--- src/logic/glb_pkg.sv ---
package glb_pkg;

    localparam int DEPTH   = 64;
    localparam int ADDR_W  = $clog2(DEPTH);
    localparam int DATA_W  = 32;
    localparam int LEVEL_W = ADDR_W + 1; // Counts 0 to DEPTH.

    // Request from the buffer controller to the SRAM wrapper.
    typedef struct packed {
        logic              read_en;
        logic              write_en;
        logic [ADDR_W-1:0] addr_r;
        logic [ADDR_W-1:0] addr_w;
        logic [DATA_W-1:0] data_in;
    } sram_req_t;

endpackage
--- src/logic/glb_reg_pkg.sv ---
package glb_reg_pkg;

    localparam int PADDR_W = 8;
    localparam int PDATA_W = 32;

    localparam int CTRL_EN_BIT    = 0;
    localparam int CTRL_FLUSH_BIT = 1; // Write-one, reads as zero.
    localparam int STAT_EMPTY_BIT = 8;
    localparam int STAT_FULL_BIT  = 9;

    typedef enum logic [PADDR_W-1:0] {
        REG_CTRL   = 8'h00,
        REG_STATUS = 8'h04,
        REG_THRESH = 8'h08,
        REG_PEAK   = 8'h0C
    } reg_addr_e;

    typedef struct packed {
        logic                        enable;
        logic                        flush;  // Single-cycle pulse.
        logic [glb_pkg::LEVEL_W-1:0] thresh;
    } glb_cfg_t;

    typedef struct packed {
        logic [glb_pkg::LEVEL_W-1:0] level;
        logic                        empty;
        logic                        full;
    } glb_stat_t;

endpackage

--- src/logic/glb_top.sv ---
module glb_top (
    input  logic                            clk,
    input  logic                            rst_n,
    input  logic [glb_reg_pkg::PADDR_W-1:0] paddr,
    input  logic                            psel,
    input  logic                            penable,
    input  logic                            pwrite,
    input  logic [glb_reg_pkg::PDATA_W-1:0] pwdata,
    output logic [glb_reg_pkg::PDATA_W-1:0] prdata,
    output logic                            pready,
    output logic                            pslverr,
    input  logic                            in_valid,
    output logic                            in_ready,
    input  logic [glb_pkg::DATA_W-1:0]      in_data,
    output logic                            out_valid,
    input  logic                            out_ready,
    output logic [glb_pkg::DATA_W-1:0]      out_data,
    output logic                            irq
);

    glb_reg_pkg::glb_cfg_t  cfg;
    glb_reg_pkg::glb_stat_t stat;
    glb_pkg::sram_req_t     req;

    buf_regs u_buf_regs (
        .clk     (clk),
        .rst_n   (rst_n),
        .paddr   (paddr),
        .psel    (psel),
        .penable (penable),
        .pwrite  (pwrite),
        .pwdata  (pwdata),
        .prdata  (prdata),
        .pready  (pready),
        .pslverr (pslverr),
        .stat    (stat),
        .cfg     (cfg),
        .irq     (irq)
    );

    buf_ctrl u_buf_ctrl (
        .clk       (clk),
        .rst_n     (rst_n),
        .cfg       (cfg),
        .stat      (stat),
        .in_valid  (in_valid),
        .in_ready  (in_ready),
        .in_data   (in_data),
        .out_valid (out_valid),
        .out_ready (out_ready),
        .req       (req)
    );

    sram_wrap u_sram_wrap (
        .clk      (clk),
        .rst_n    (rst_n),
        .req      (req),
        .data_out (out_data) // Held read data is the output stage.
    );

endmodule

--- src/logic/buf_regs.sv ---
module buf_regs (
    input  logic                            clk,
    input  logic                            rst_n,
    input  logic [glb_reg_pkg::PADDR_W-1:0] paddr,
    input  logic                            psel,
    input  logic                            penable,
    input  logic                            pwrite,
    input  logic [glb_reg_pkg::PDATA_W-1:0] pwdata,
    output logic [glb_reg_pkg::PDATA_W-1:0] prdata,
    output logic                            pready,
    output logic                            pslverr,
    input  glb_reg_pkg::glb_stat_t          stat,
    output glb_reg_pkg::glb_cfg_t           cfg,
    output logic                            irq
);

    glb_reg_pkg::reg_addr_e      addr;
    logic                        access;
    logic                        mapped;
    logic                        wr_ctrl;
    logic                        wr_thresh;
    logic                        wr_peak;
    logic                        enable;
    logic [glb_pkg::LEVEL_W-1:0] thresh;
    logic [glb_pkg::LEVEL_W-1:0] peak;

    assign addr   = glb_reg_pkg::reg_addr_e'(paddr);
    assign access = psel & penable;

    always_comb begin
        mapped = 1'b1;
        prdata = '0;
        case (addr)
            glb_reg_pkg::REG_CTRL: begin
                prdata[glb_reg_pkg::CTRL_EN_BIT] = enable;
            end
            glb_reg_pkg::REG_STATUS: begin
                prdata[glb_pkg::LEVEL_W-1:0]        = stat.level;
                prdata[glb_reg_pkg::STAT_EMPTY_BIT] = stat.empty;
                prdata[glb_reg_pkg::STAT_FULL_BIT]  = stat.full;
            end
            glb_reg_pkg::REG_THRESH: prdata[glb_pkg::LEVEL_W-1:0] = thresh;
            glb_reg_pkg::REG_PEAK:   prdata[glb_pkg::LEVEL_W-1:0] = peak;
            default:                 mapped = 1'b0; // Unmapped reads as zero.
        endcase
    end

    assign pready  = 1'b1;
    assign pslverr = access & ~mapped;

    assign wr_ctrl   = access & pwrite & (addr == glb_reg_pkg::REG_CTRL);
    assign wr_thresh = access & pwrite & (addr == glb_reg_pkg::REG_THRESH);
    assign wr_peak   = access & pwrite & (addr == glb_reg_pkg::REG_PEAK);

    always_ff @(posedge clk or negedge rst_n) begin
        if (!rst_n) begin
            enable <= 1'b0;
            thresh <= '0;
            peak   <= '0;
            irq    <= 1'b0;
        end else begin
            if (wr_ctrl) begin
                enable <= pwdata[glb_reg_pkg::CTRL_EN_BIT];
            end
            if (wr_thresh) begin
                thresh <= pwdata[glb_pkg::LEVEL_W-1:0];
            end
            if (wr_peak || stat.level > peak) begin
                peak <= stat.level; // Restart from current level.
            end
            irq <= (cfg.thresh != '0) && (stat.level >= cfg.thresh);
        end
    end

    assign cfg.enable = enable;
    assign cfg.flush  = wr_ctrl & pwdata[glb_reg_pkg::CTRL_FLUSH_BIT]; // Acts at access edge.
    assign cfg.thresh = thresh;

endmodule

--- src/logic/buf_ctrl.sv ---
module buf_ctrl (
    input  logic                       clk,
    input  logic                       rst_n,
    input  glb_reg_pkg::glb_cfg_t      cfg,
    output glb_reg_pkg::glb_stat_t     stat,
    input  logic                       in_valid,
    output logic                       in_ready,
    input  logic [glb_pkg::DATA_W-1:0] in_data,
    output logic                       out_valid,
    input  logic                       out_ready,
    output glb_pkg::sram_req_t         req
);

    logic [glb_pkg::ADDR_W-1:0]  wr_ptr;
    logic [glb_pkg::ADDR_W-1:0]  rd_ptr;
    logic [glb_pkg::LEVEL_W-1:0] level;
    logic                        full;
    logic                        in_fire;
    logic                        out_fire;
    logic                        rd_issue;

    assign full     = level == glb_pkg::LEVEL_W'(glb_pkg::DEPTH);
    assign in_ready = cfg.enable & ~full & ~cfg.flush;
    assign in_fire  = in_valid & in_ready;
    assign out_fire = out_valid & out_ready;

    // Refill the output stage when it is empty or being drained.
    assign rd_issue = (level != '0) & (~out_valid | out_ready) & ~cfg.flush;

    always_ff @(posedge clk or negedge rst_n) begin
        if (!rst_n) begin
            wr_ptr    <= '0;
            rd_ptr    <= '0;
            level     <= '0;
            out_valid <= 1'b0;
        end else if (cfg.flush) begin
            wr_ptr    <= '0;
            rd_ptr    <= '0;
            level     <= '0;
            out_valid <= 1'b0;
        end else begin
            if (in_fire) begin
                wr_ptr <= wr_ptr + 1'b1; // Wraps at DEPTH.
            end
            if (rd_issue) begin
                rd_ptr <= rd_ptr + 1'b1;
            end
            level <= level + glb_pkg::LEVEL_W'(in_fire) - glb_pkg::LEVEL_W'(rd_issue);
            if (rd_issue) begin
                out_valid <= 1'b1; // Wrapper data lands with it.
            end else if (out_fire) begin
                out_valid <= 1'b0;
            end
        end
    end

    assign req.read_en  = rd_issue;
    assign req.write_en = in_fire;
    assign req.addr_r   = rd_ptr;
    assign req.addr_w   = wr_ptr;
    assign req.data_in  = in_data;

    assign stat.level = level;
    assign stat.empty = level == '0;
    assign stat.full  = full;

endmodule

--- src/logic/sram_wrap.sv ---
module sram_wrap (
    input  logic                       clk,
    input  logic                       rst_n,
    input  glb_pkg::sram_req_t         req,
    output logic [glb_pkg::DATA_W-1:0] data_out
);

    logic                       cs_n;
    logic                       read_en_d;
    logic [glb_pkg::DATA_W-1:0] q;
    logic [glb_pkg::DATA_W-1:0] q_hold;

    assign cs_n = ~req.read_en & ~req.write_en; // Active-low chip select.

    sram_model u_sram_model (
        .clk      (clk),
        .read_en  (req.read_en & ~cs_n),
        .write_en (req.write_en & ~cs_n),
        .addr_r   (req.addr_r),
        .addr_w   (req.addr_w),
        .data_in  (req.data_in),
        .data_out (q)
    );

    always_ff @(posedge clk or negedge rst_n) begin
        if (!rst_n) begin
            read_en_d <= 1'b0;
        end else begin
            read_en_d <= req.read_en;
        end
    end

    // Locks the last read word until the next read.
    always_ff @(posedge clk) begin
        if (read_en_d) begin
            q_hold <= q;
        end
    end

    assign data_out = read_en_d ? q : q_hold;

endmodule

--- src/logic/sram_model.sv ---
module sram_model (
    input  logic                       clk,
    input  logic                       read_en,
    input  logic                       write_en,
    input  logic [glb_pkg::ADDR_W-1:0] addr_r,
    input  logic [glb_pkg::ADDR_W-1:0] addr_w,
    input  logic [glb_pkg::DATA_W-1:0] data_in,
    output logic [glb_pkg::DATA_W-1:0] data_out
);

    logic [glb_pkg::DATA_W-1:0] mem [glb_pkg::DEPTH];

    always_ff @(posedge clk) begin
        if (write_en) begin
            mem[addr_w] <= data_in;
        end
    end

    // Q keeps its value between reads, as on the macro.
    always_ff @(posedge clk) begin
        if (read_en) begin
            data_out <= mem[addr_r];
        end
    end

endmodule

--- config.mk ---
export PLATFORM = sky130hd
export DESIGN_NAME = glb_top
export DESIGN_NICKNAME = d
export VERILOG_FILES = /design/src/logic/glb_pkg.sv /design/src/logic/glb_reg_pkg.sv /design/src/logic/glb_top.sv /design/src/logic/buf_regs.sv /design/src/logic/buf_ctrl.sv /design/src/logic/sram_wrap.sv /design/src/logic/sram_model.sv
export SDC_FILE = /design/constraint.sdc
export NUM_CORES = 2
export LEC_CHECK = 0
export ABC_AREA = 1
export BUFFER_PORTS_ARGS = -buffer_cell sky130_fd_sc_hd__clkbuf_2
export CAP_MARGIN = 20
export CORE_MARGIN = 4
export CORE_UTILIZATION = 45
export CTS_BUF_LIST = sky130_fd_sc_hd__clkbuf_4
export DETAILED_ROUTE_END_ITERATION = 7
export PLACE_DENSITY = 0.68
export SKIP_LAST_GASP = 1
export SLEW_MARGIN = 0
export SYNTH_ARGS = -nofsm -noshare
export SYNTH_HDL_FRONTEND = slang
export SYNTH_SLANG_ARGS = --single-unit
--- constraint.sdc ---
create_clock -name clk -period 3.8 [get_ports clk]
set_input_delay 0.76 -clock clk [delete_from_list [all_inputs] [get_ports clk]]
set_output_delay 0.76 -clock clk [all_outputs]
set_load 0.01 [all_outputs]
Word-level counts from Yosys, hierarchy flattened
Memory sizes are Yosys's and may differ from the RTL's. A register that Yosys moved wholly into a read port is not among the register bits. Index checks and enable logic that the tools add are counted.

Bitwise operators: 24. Reductions and logical operators: 10. $add $sub $neg: 4. Equality and inequality tests: 4. $lt $le $gt $ge: 2. Mux-type cells: 15.

Operators with widths (number): $mux 32 (1); $mux 6 (4); $pmux 6 s3 (1); $and 1x1->1 (16); $eq 8x4->1 const B (2); $reduce_bool 7->1 (2); $add 6x1->6 const B (2); $eq 8x3->1 const B (1); $logic_not 8->1 (1); $add 7x1->7 (1); $eq 7x7->1 const B (1); $ge 7x7->1 (1); $gt 7x7->1 (1); $logic_not 7->1 (1); $mux 7 (1); $not 1->1 (7); $sub 7x1->7 (1); $mux 1 (6); $pmux 1 s4 (1); $reduce_bool 2->1 (2); $reduce_or 4->1 (1); $reduce_bool 3->1 (1); $mux 2 (1); $logic_and 1x1->1 (1); other kinds (2) (2).

Flip-flop bits (word level): 69. Output and inout port bits: 69. Input bits: 79. Memories kept: 1. Word-level logic and storage cells: 70. Bits in writable memories: 2048.

Memories: u_sram_wrap.u_sram_model.mem (words 64, width 32, read ports 1, clocked after Yosys merged registers in 1, wr ports 1, line sram_model.sv:11) `logic [glb_pkg::DATA_W-1:0] mem [glb_pkg::DEPTH];`.

Logic depth before layout (Yosys ltp)
Depth in word-level cells: 13. Mapped depth: 20. Mapped depth without buffers: 20.

By module
Synthesis repeated with hierarchy kept, for this count alone.

Cells, all modules: 7326. Area total of the unflattened synthesis: 87342.5 µm².

By module, submodules not included: sram_model (cells each 6769, area an instance 83058.4 µm², instances 1, sequential area each 62459.9 µm²); buf_ctrl (cells each 213, area an instance 1627.8 µm², instances 1, sequential area each 500.5 µm²); buf_regs (cells each 205, area an instance 1490.2 µm², instances 1, sequential area each 400.4 µm²); sram_wrap (cells each 139, area an instance 1166.1 µm², instances 1, sequential area each 665.6 µm²).

Least setup slack after synthesis
Ideal clock, no wire load.

Path type: input port to flip-flop. From: input paddr[7] in the netlist's numbering. To: memory u_sram_wrap.u_sram_model.mem[15][0] in the netlist's numbering, enable pin. Setup time: 0.461 ns. Buffers on the path: 1. Data arrival time: 3.834 ns. Stages on the path: 9. Required time: 3.339 ns. Setup slack: -0.496 ns. Cells stage by stage: nor2_1 nand2_1 nor2_2 nand3_2 nand2_1 nor2_2 buf_6 nand2_2 nor3_1.

Longest elaborated chain between the ends: 12. Elaborated cells between the ends (all ways): 14. Classes of those cells: 2 x mux; 11 x bitwise; 1 x reduce/logical.

RTL lines: start, declared (line glb_top.sv:4) `input logic [glb_reg_pkg::PADDR_W-1:0] paddr,`; $logic_not 8->1 * (line buf_regs.sv:51) `assign wr_ctrl = access & pwrite & (addr == glb_reg_pkg::REG_CTRL);`; $and 1x1->1 * (line buf_regs.sv:51); $and 1x1->1 * (line buf_regs.sv:76) `assign cfg.flush = wr_ctrl & pwdata[glb_reg_pkg::CTRL_FLUSH_BIT];`; $not 1->1 * (line buf_ctrl.sv:23, buf_ctrl.sv:28); $and 1x1->1 (line buf_ctrl.sv:23) `assign in_ready = cfg.enable & ~full & ~cfg.flush;`; $and 1x1->1 (line buf_ctrl.sv:24) `assign in_fire = in_valid & in_ready;`; $not 1->1 (line sram_wrap.sv:13) `assign cs_n = ~req.read_en & ~req.write_en;`; $and 1x1->1 (line sram_wrap.sv:13); $not 1->1 (line sram_wrap.sv:18) `.write_en (req.write_en & ~cs_n),`; $and 1x1->1 * (line sram_wrap.sv:18); $mux 1 * (line sram_model.sv:14) `if (write_en) begin`; $mux 1 (not written as such) * (line sram_model.sv:15) `mem[addr_w] <= data_in;`; end, declared (line sram_model.sv:11).

Every way passes the cells marked *; elsewhere a longest branch is shown, timed or not.

Worst setup path after layout
From: register u_buf_ctrl.level[4] in the netlist's numbering. To: output in_ready.

Longest elaborated chain between the ends: 4.

RTL lines: start, declared (line buf_ctrl.sv:16) `logic [glb_pkg::LEVEL_W-1:0] level;`; start signal, assigned (line buf_ctrl.sv:48) `level <= level + glb_pkg::LEVEL_W'(in_fire) - glb_pkg::LEVEL_W'(rd_issue);`; $eq 7x7->1 (line buf_ctrl.sv:22) `assign full = level == glb_pkg::LEVEL_W'(glb_pkg::DEPTH);`; $not 1->1 (line buf_ctrl.sv:23); $and 1x1->1 (2 in series) (line buf_ctrl.sv:23); end, declared (line glb_top.sv:13) `output logic in_ready,`.

No other way between the ends.

==> summary.txt <==
Run status
  – Status: completed

Synthesis
  – EDFF count, synth: 2080
  – Seq/Total Area, Yosys: 0.739
  – Synth Flop Type: edfxtp_1
  – Main area contributors after synthesis: edfxtp_1 72%, nand3_1 11%, nand2_1 10%, buf_2 1.7%, dfrtp_1 1.1%
  – Yosys warns: 0
  – Syn Area/Cell: 12.1 um^2
  – Post-synth top area share: 0.721
  – Synth Instances: 7172
  – Post-synthesis cell type count: 36
  – Mapped cell area: 86700 um^2
  – Fraction of registers with async set/reset: 0.0172
  – Most frequent cells after synthesis: 2319 x nand2_1, 2080 x edfxtp_1, 1922 x nand3_1, 287 x buf_2, 85 x nor2_1
  – Most frequent cell after synthesis: nand2_1
  – Yosys reg bits: 2149
  – Post-synth top area cell: edfxtp_1

Routing
  – Detailed Routing Iterations Pass 1: 7
  – DRT antenna net count: 0
  – 1st-iter DRT viols: 7971
  – Residual DRC: 0
  – Via count of the routed design: 60.2k
  – Final WL: 246000 um
  – Avg WL per Cell: 23.3 um
  – Routed vias/inst: 5.70

Setup path
  – Worst path bufs/invs: 4
  – Setup CP Type: reg -> out
  – Worst Path Max Fanout: 2
  – Reg2Reg Depth: 14
  – Crit path max-delay family: simple AND/OR/NAND/NOR gates
  – Crit path required time: 3.04 ns
  – Cells along the critical path: inv_1 -> ha_1 -> nand2_1 -> nor3_2 -> nand2_1 -> nand2_4 -> inv_1 -> nand2_1 -> inv_2 -> clkbuf_2
  – WP data arrival: 2.84 ns
  – Most used cell, CP: nand2_1
  – Slowest CP cell: dfrtp_1
  – Delay of the slowest critical-path stage: 0.39 ns
  – Crit start category: register
  – Critical path capture point type: output pin
  – Critical path depth in cells: 10

Global route
  – Vias in the first global route: 58.0k
  – First-pass GRT wire length: 362000 um
  – Grt ovf: 0
  – GRT Total Usage: 0.242
  – Largest net degree at the start of global routing: 195
  – Initial antenna violation count: 12

STA
  – Final period util: 0.947
  – Setup slack after layout: 0.200 ns
  – Hold Fails Final Rpt: 0
  – Endpoints failing setup: 0
  – Skew final: 0.0969 ns
  – Fmax: 278 MHz
  – Slew HR: 0.230
  – Minimum clock period after layout: 3.60 ns
  – Slew @ Worst Pin: 1.15 ns
  – Slew Limit Fails: 0

Hold path
  – Hold Crit Depth: 1
  – HP Class: in -> reg

Die
  – Num rows: 160
  – Die Y: 447 um
  – Die width: 447 um
  – I/O pin count: 148
  – Core Box Area: 191000 um^2
  – Die area: 200000 um^2
  – Initial Utilization: 0.454

Clock tree
  – Clock Sinks: 2149
  – Clock root cell: clkbuf_4
  – Worst skew pair latency: 1.37 ns
  – Worst-path clk slew: 0.07 ns
  – H-tree depth: 6
  – Setup bufs post-CTS: 0
  – Clock Tree Buf Depth: 4
  – CTS tree: built
  – Num CTS Buffers: 555

Flow run
  – MaxCap Viol Count: 0

Layout
  – Area growth syn-to-layout: 13.9%
  – Non-filler cells, final: 10.6k
  – NumNets Final: 7776
  – Fillers: 15.9k
  – Ratio of cells with drive above 1 in the final layout: 0.166

Placed design
  – Placed Instances: 9583
  – DP HPWL: 138000 um
  – GPL Wtd Cong: 0.863
  – Setup WS pre-CTS: 0.148 ns
  – Port buffer count: 98

Pwr
  – Worst vdd ir: 0.499 mV
  – Pwr/cell area: 687 nW/um^2
  – Pleak: 36.0 nW
  – Pwr Total: 67.8 mW
## routing by layer
| layer | track usage | share of wire | vias up | wire (um) |
|---|---|---|---|---|
| met5 | 0 | 0.00014 | - | 34 |
| met4 | 0.122 | 0.047 | 6 | 11600 |
| met3 | 0.0572 | 0.11 | 519 | 27300 |
| met2 | 0.378 | 0.46 | 3602 | 114000 |
| met1 | 0.319 | 0.38 | 29300 | 93100 |
| li1 | - | - | 26800 | - |
## cell families (layout without fill, tap and decap cells)
| logic type | Yosys count | after routing | synth area share |
|---|---|---|---|
| and+or+nand+nor | 4355 | 4355 | 0.218 |
| buffers and inverters | 547 | 1387 | 0.0310 |
| muxes | 32 | 32 | 0.00416 |
| other | 2 | 35 | 0.0000867 |
| adders and majority gates | 26 | 26 | 0.00384 |
| AOI/OAI and AO/OA | 56 | 56 | 0.00364 |
| xor gates and xnor gates | 5 | 5 | 0.000505 |
| DFF | 2149 | 2149 | 0.739 |
## worst paths after layout
kind | start | end | slack, ns
min in group asynchronous | rst_n | u_buf_ctrl.level[4] | 0.59
worst min-delay path | in_data[11] | u_sram_wrap.u_sram_model.mem[15][11] | 0.13
worst max register to register | u_buf_ctrl.level[4] | u_sram_wrap.u_sram_model.mem[55][9] | 0.33
worst min register to register | u_sram_wrap.q_hold[6] | u_sram_wrap.q_hold[6] | 0.47
max in group asynchronous | rst_n | u_buf_ctrl.rd_ptr[0] | 2.99
worst max-delay path | u_buf_ctrl.level[4] | in_ready | 0.20
## cell usage in the layout, fill, tap and decap left out, drive strengths merged, types with 2 or more instances in the layout
cell	netlist	layout
a21oi	20	20
a31oi	3	3
buf	411	270
bufinv	0	13
clkbuf	71	905
clkinv	1	86
conb	2	24
dfrtp	37	37
dfxtp	32	32
diode	0	11
dlygate4sd3	0	34
edfxtp	2080	2080
ha	25	25
inv	64	79
mux2	32	32
nand2	2320	2320
nand3	1923	1923
nand4	13	13
nor2	88	88
nor3	5	5
nor4	4	4
o21ai	23	23
o221ai	6	6
or2	2	2
xnor2	2	2
xor2	3	3
## power breakdown
| part | switching [mW] | total (mW) | internal [mW] |
|---|---|---|---|
| Sequential | 0.549 | 27.2 | 26.6 |
| Clock | 9.07 | 19.6 | 10.6 |
| Combinational | 15.1 | 21.0 | 5.88 |
## state kept, by name, summed over array words and instances (netlist names)
register,cells
u_buf_regs.peak,7
u_buf_regs.irq,1
u_sram_wrap.q_hold,32
u_buf_ctrl.rd_ptr,6
u_buf_ctrl.out_valid,1
u_buf_ctrl.level,7
u_buf_regs.enable,1
u_buf_ctrl.wr_ptr,6
u_buf_regs.thresh,7
u_sram_wrap.u_sram_model.mem,2048
u_sram_wrap.read_en_d,1
u_sram_wrap.u_sram_model.data_out,32
## final cells by class
cell class	instances	area [um^2]	area share
diodes	11	27.5	0.000279
clock buffers	807	6060	0.0614
clock inverters	113	779	0.00790
inverters	65	289	0.00293
multi-input cells	4498	20500	0.208
flip-flops and latches	2149	64000	0.649
well taps	2511	3140	0.0318
repair buffers	402	3790	0.0384
## repair_timing
item                                   CTS  global route
hold buffers                            32             3
gates resized for setup                  3             2
setup endpoints to repair               33             1
endpoints found under the hold margin  209            39
pin swaps                                0             0
## per-stage QoR
stage               cell area [um^2]  TNS, ns   util  hold WS [ns]
floorplan                      86700        0      -         0.464
global placement               91100        0  0.477         0.458
detailed placement             91300        0  0.478         0.463
CTS                            98400  -0.0225  0.516       0.00507
global route                   98600  -0.0122  0.517       0.00911
finish                         98700        0  0.517         0.132
Note: power is estimated with default switching activity, not from simulation.
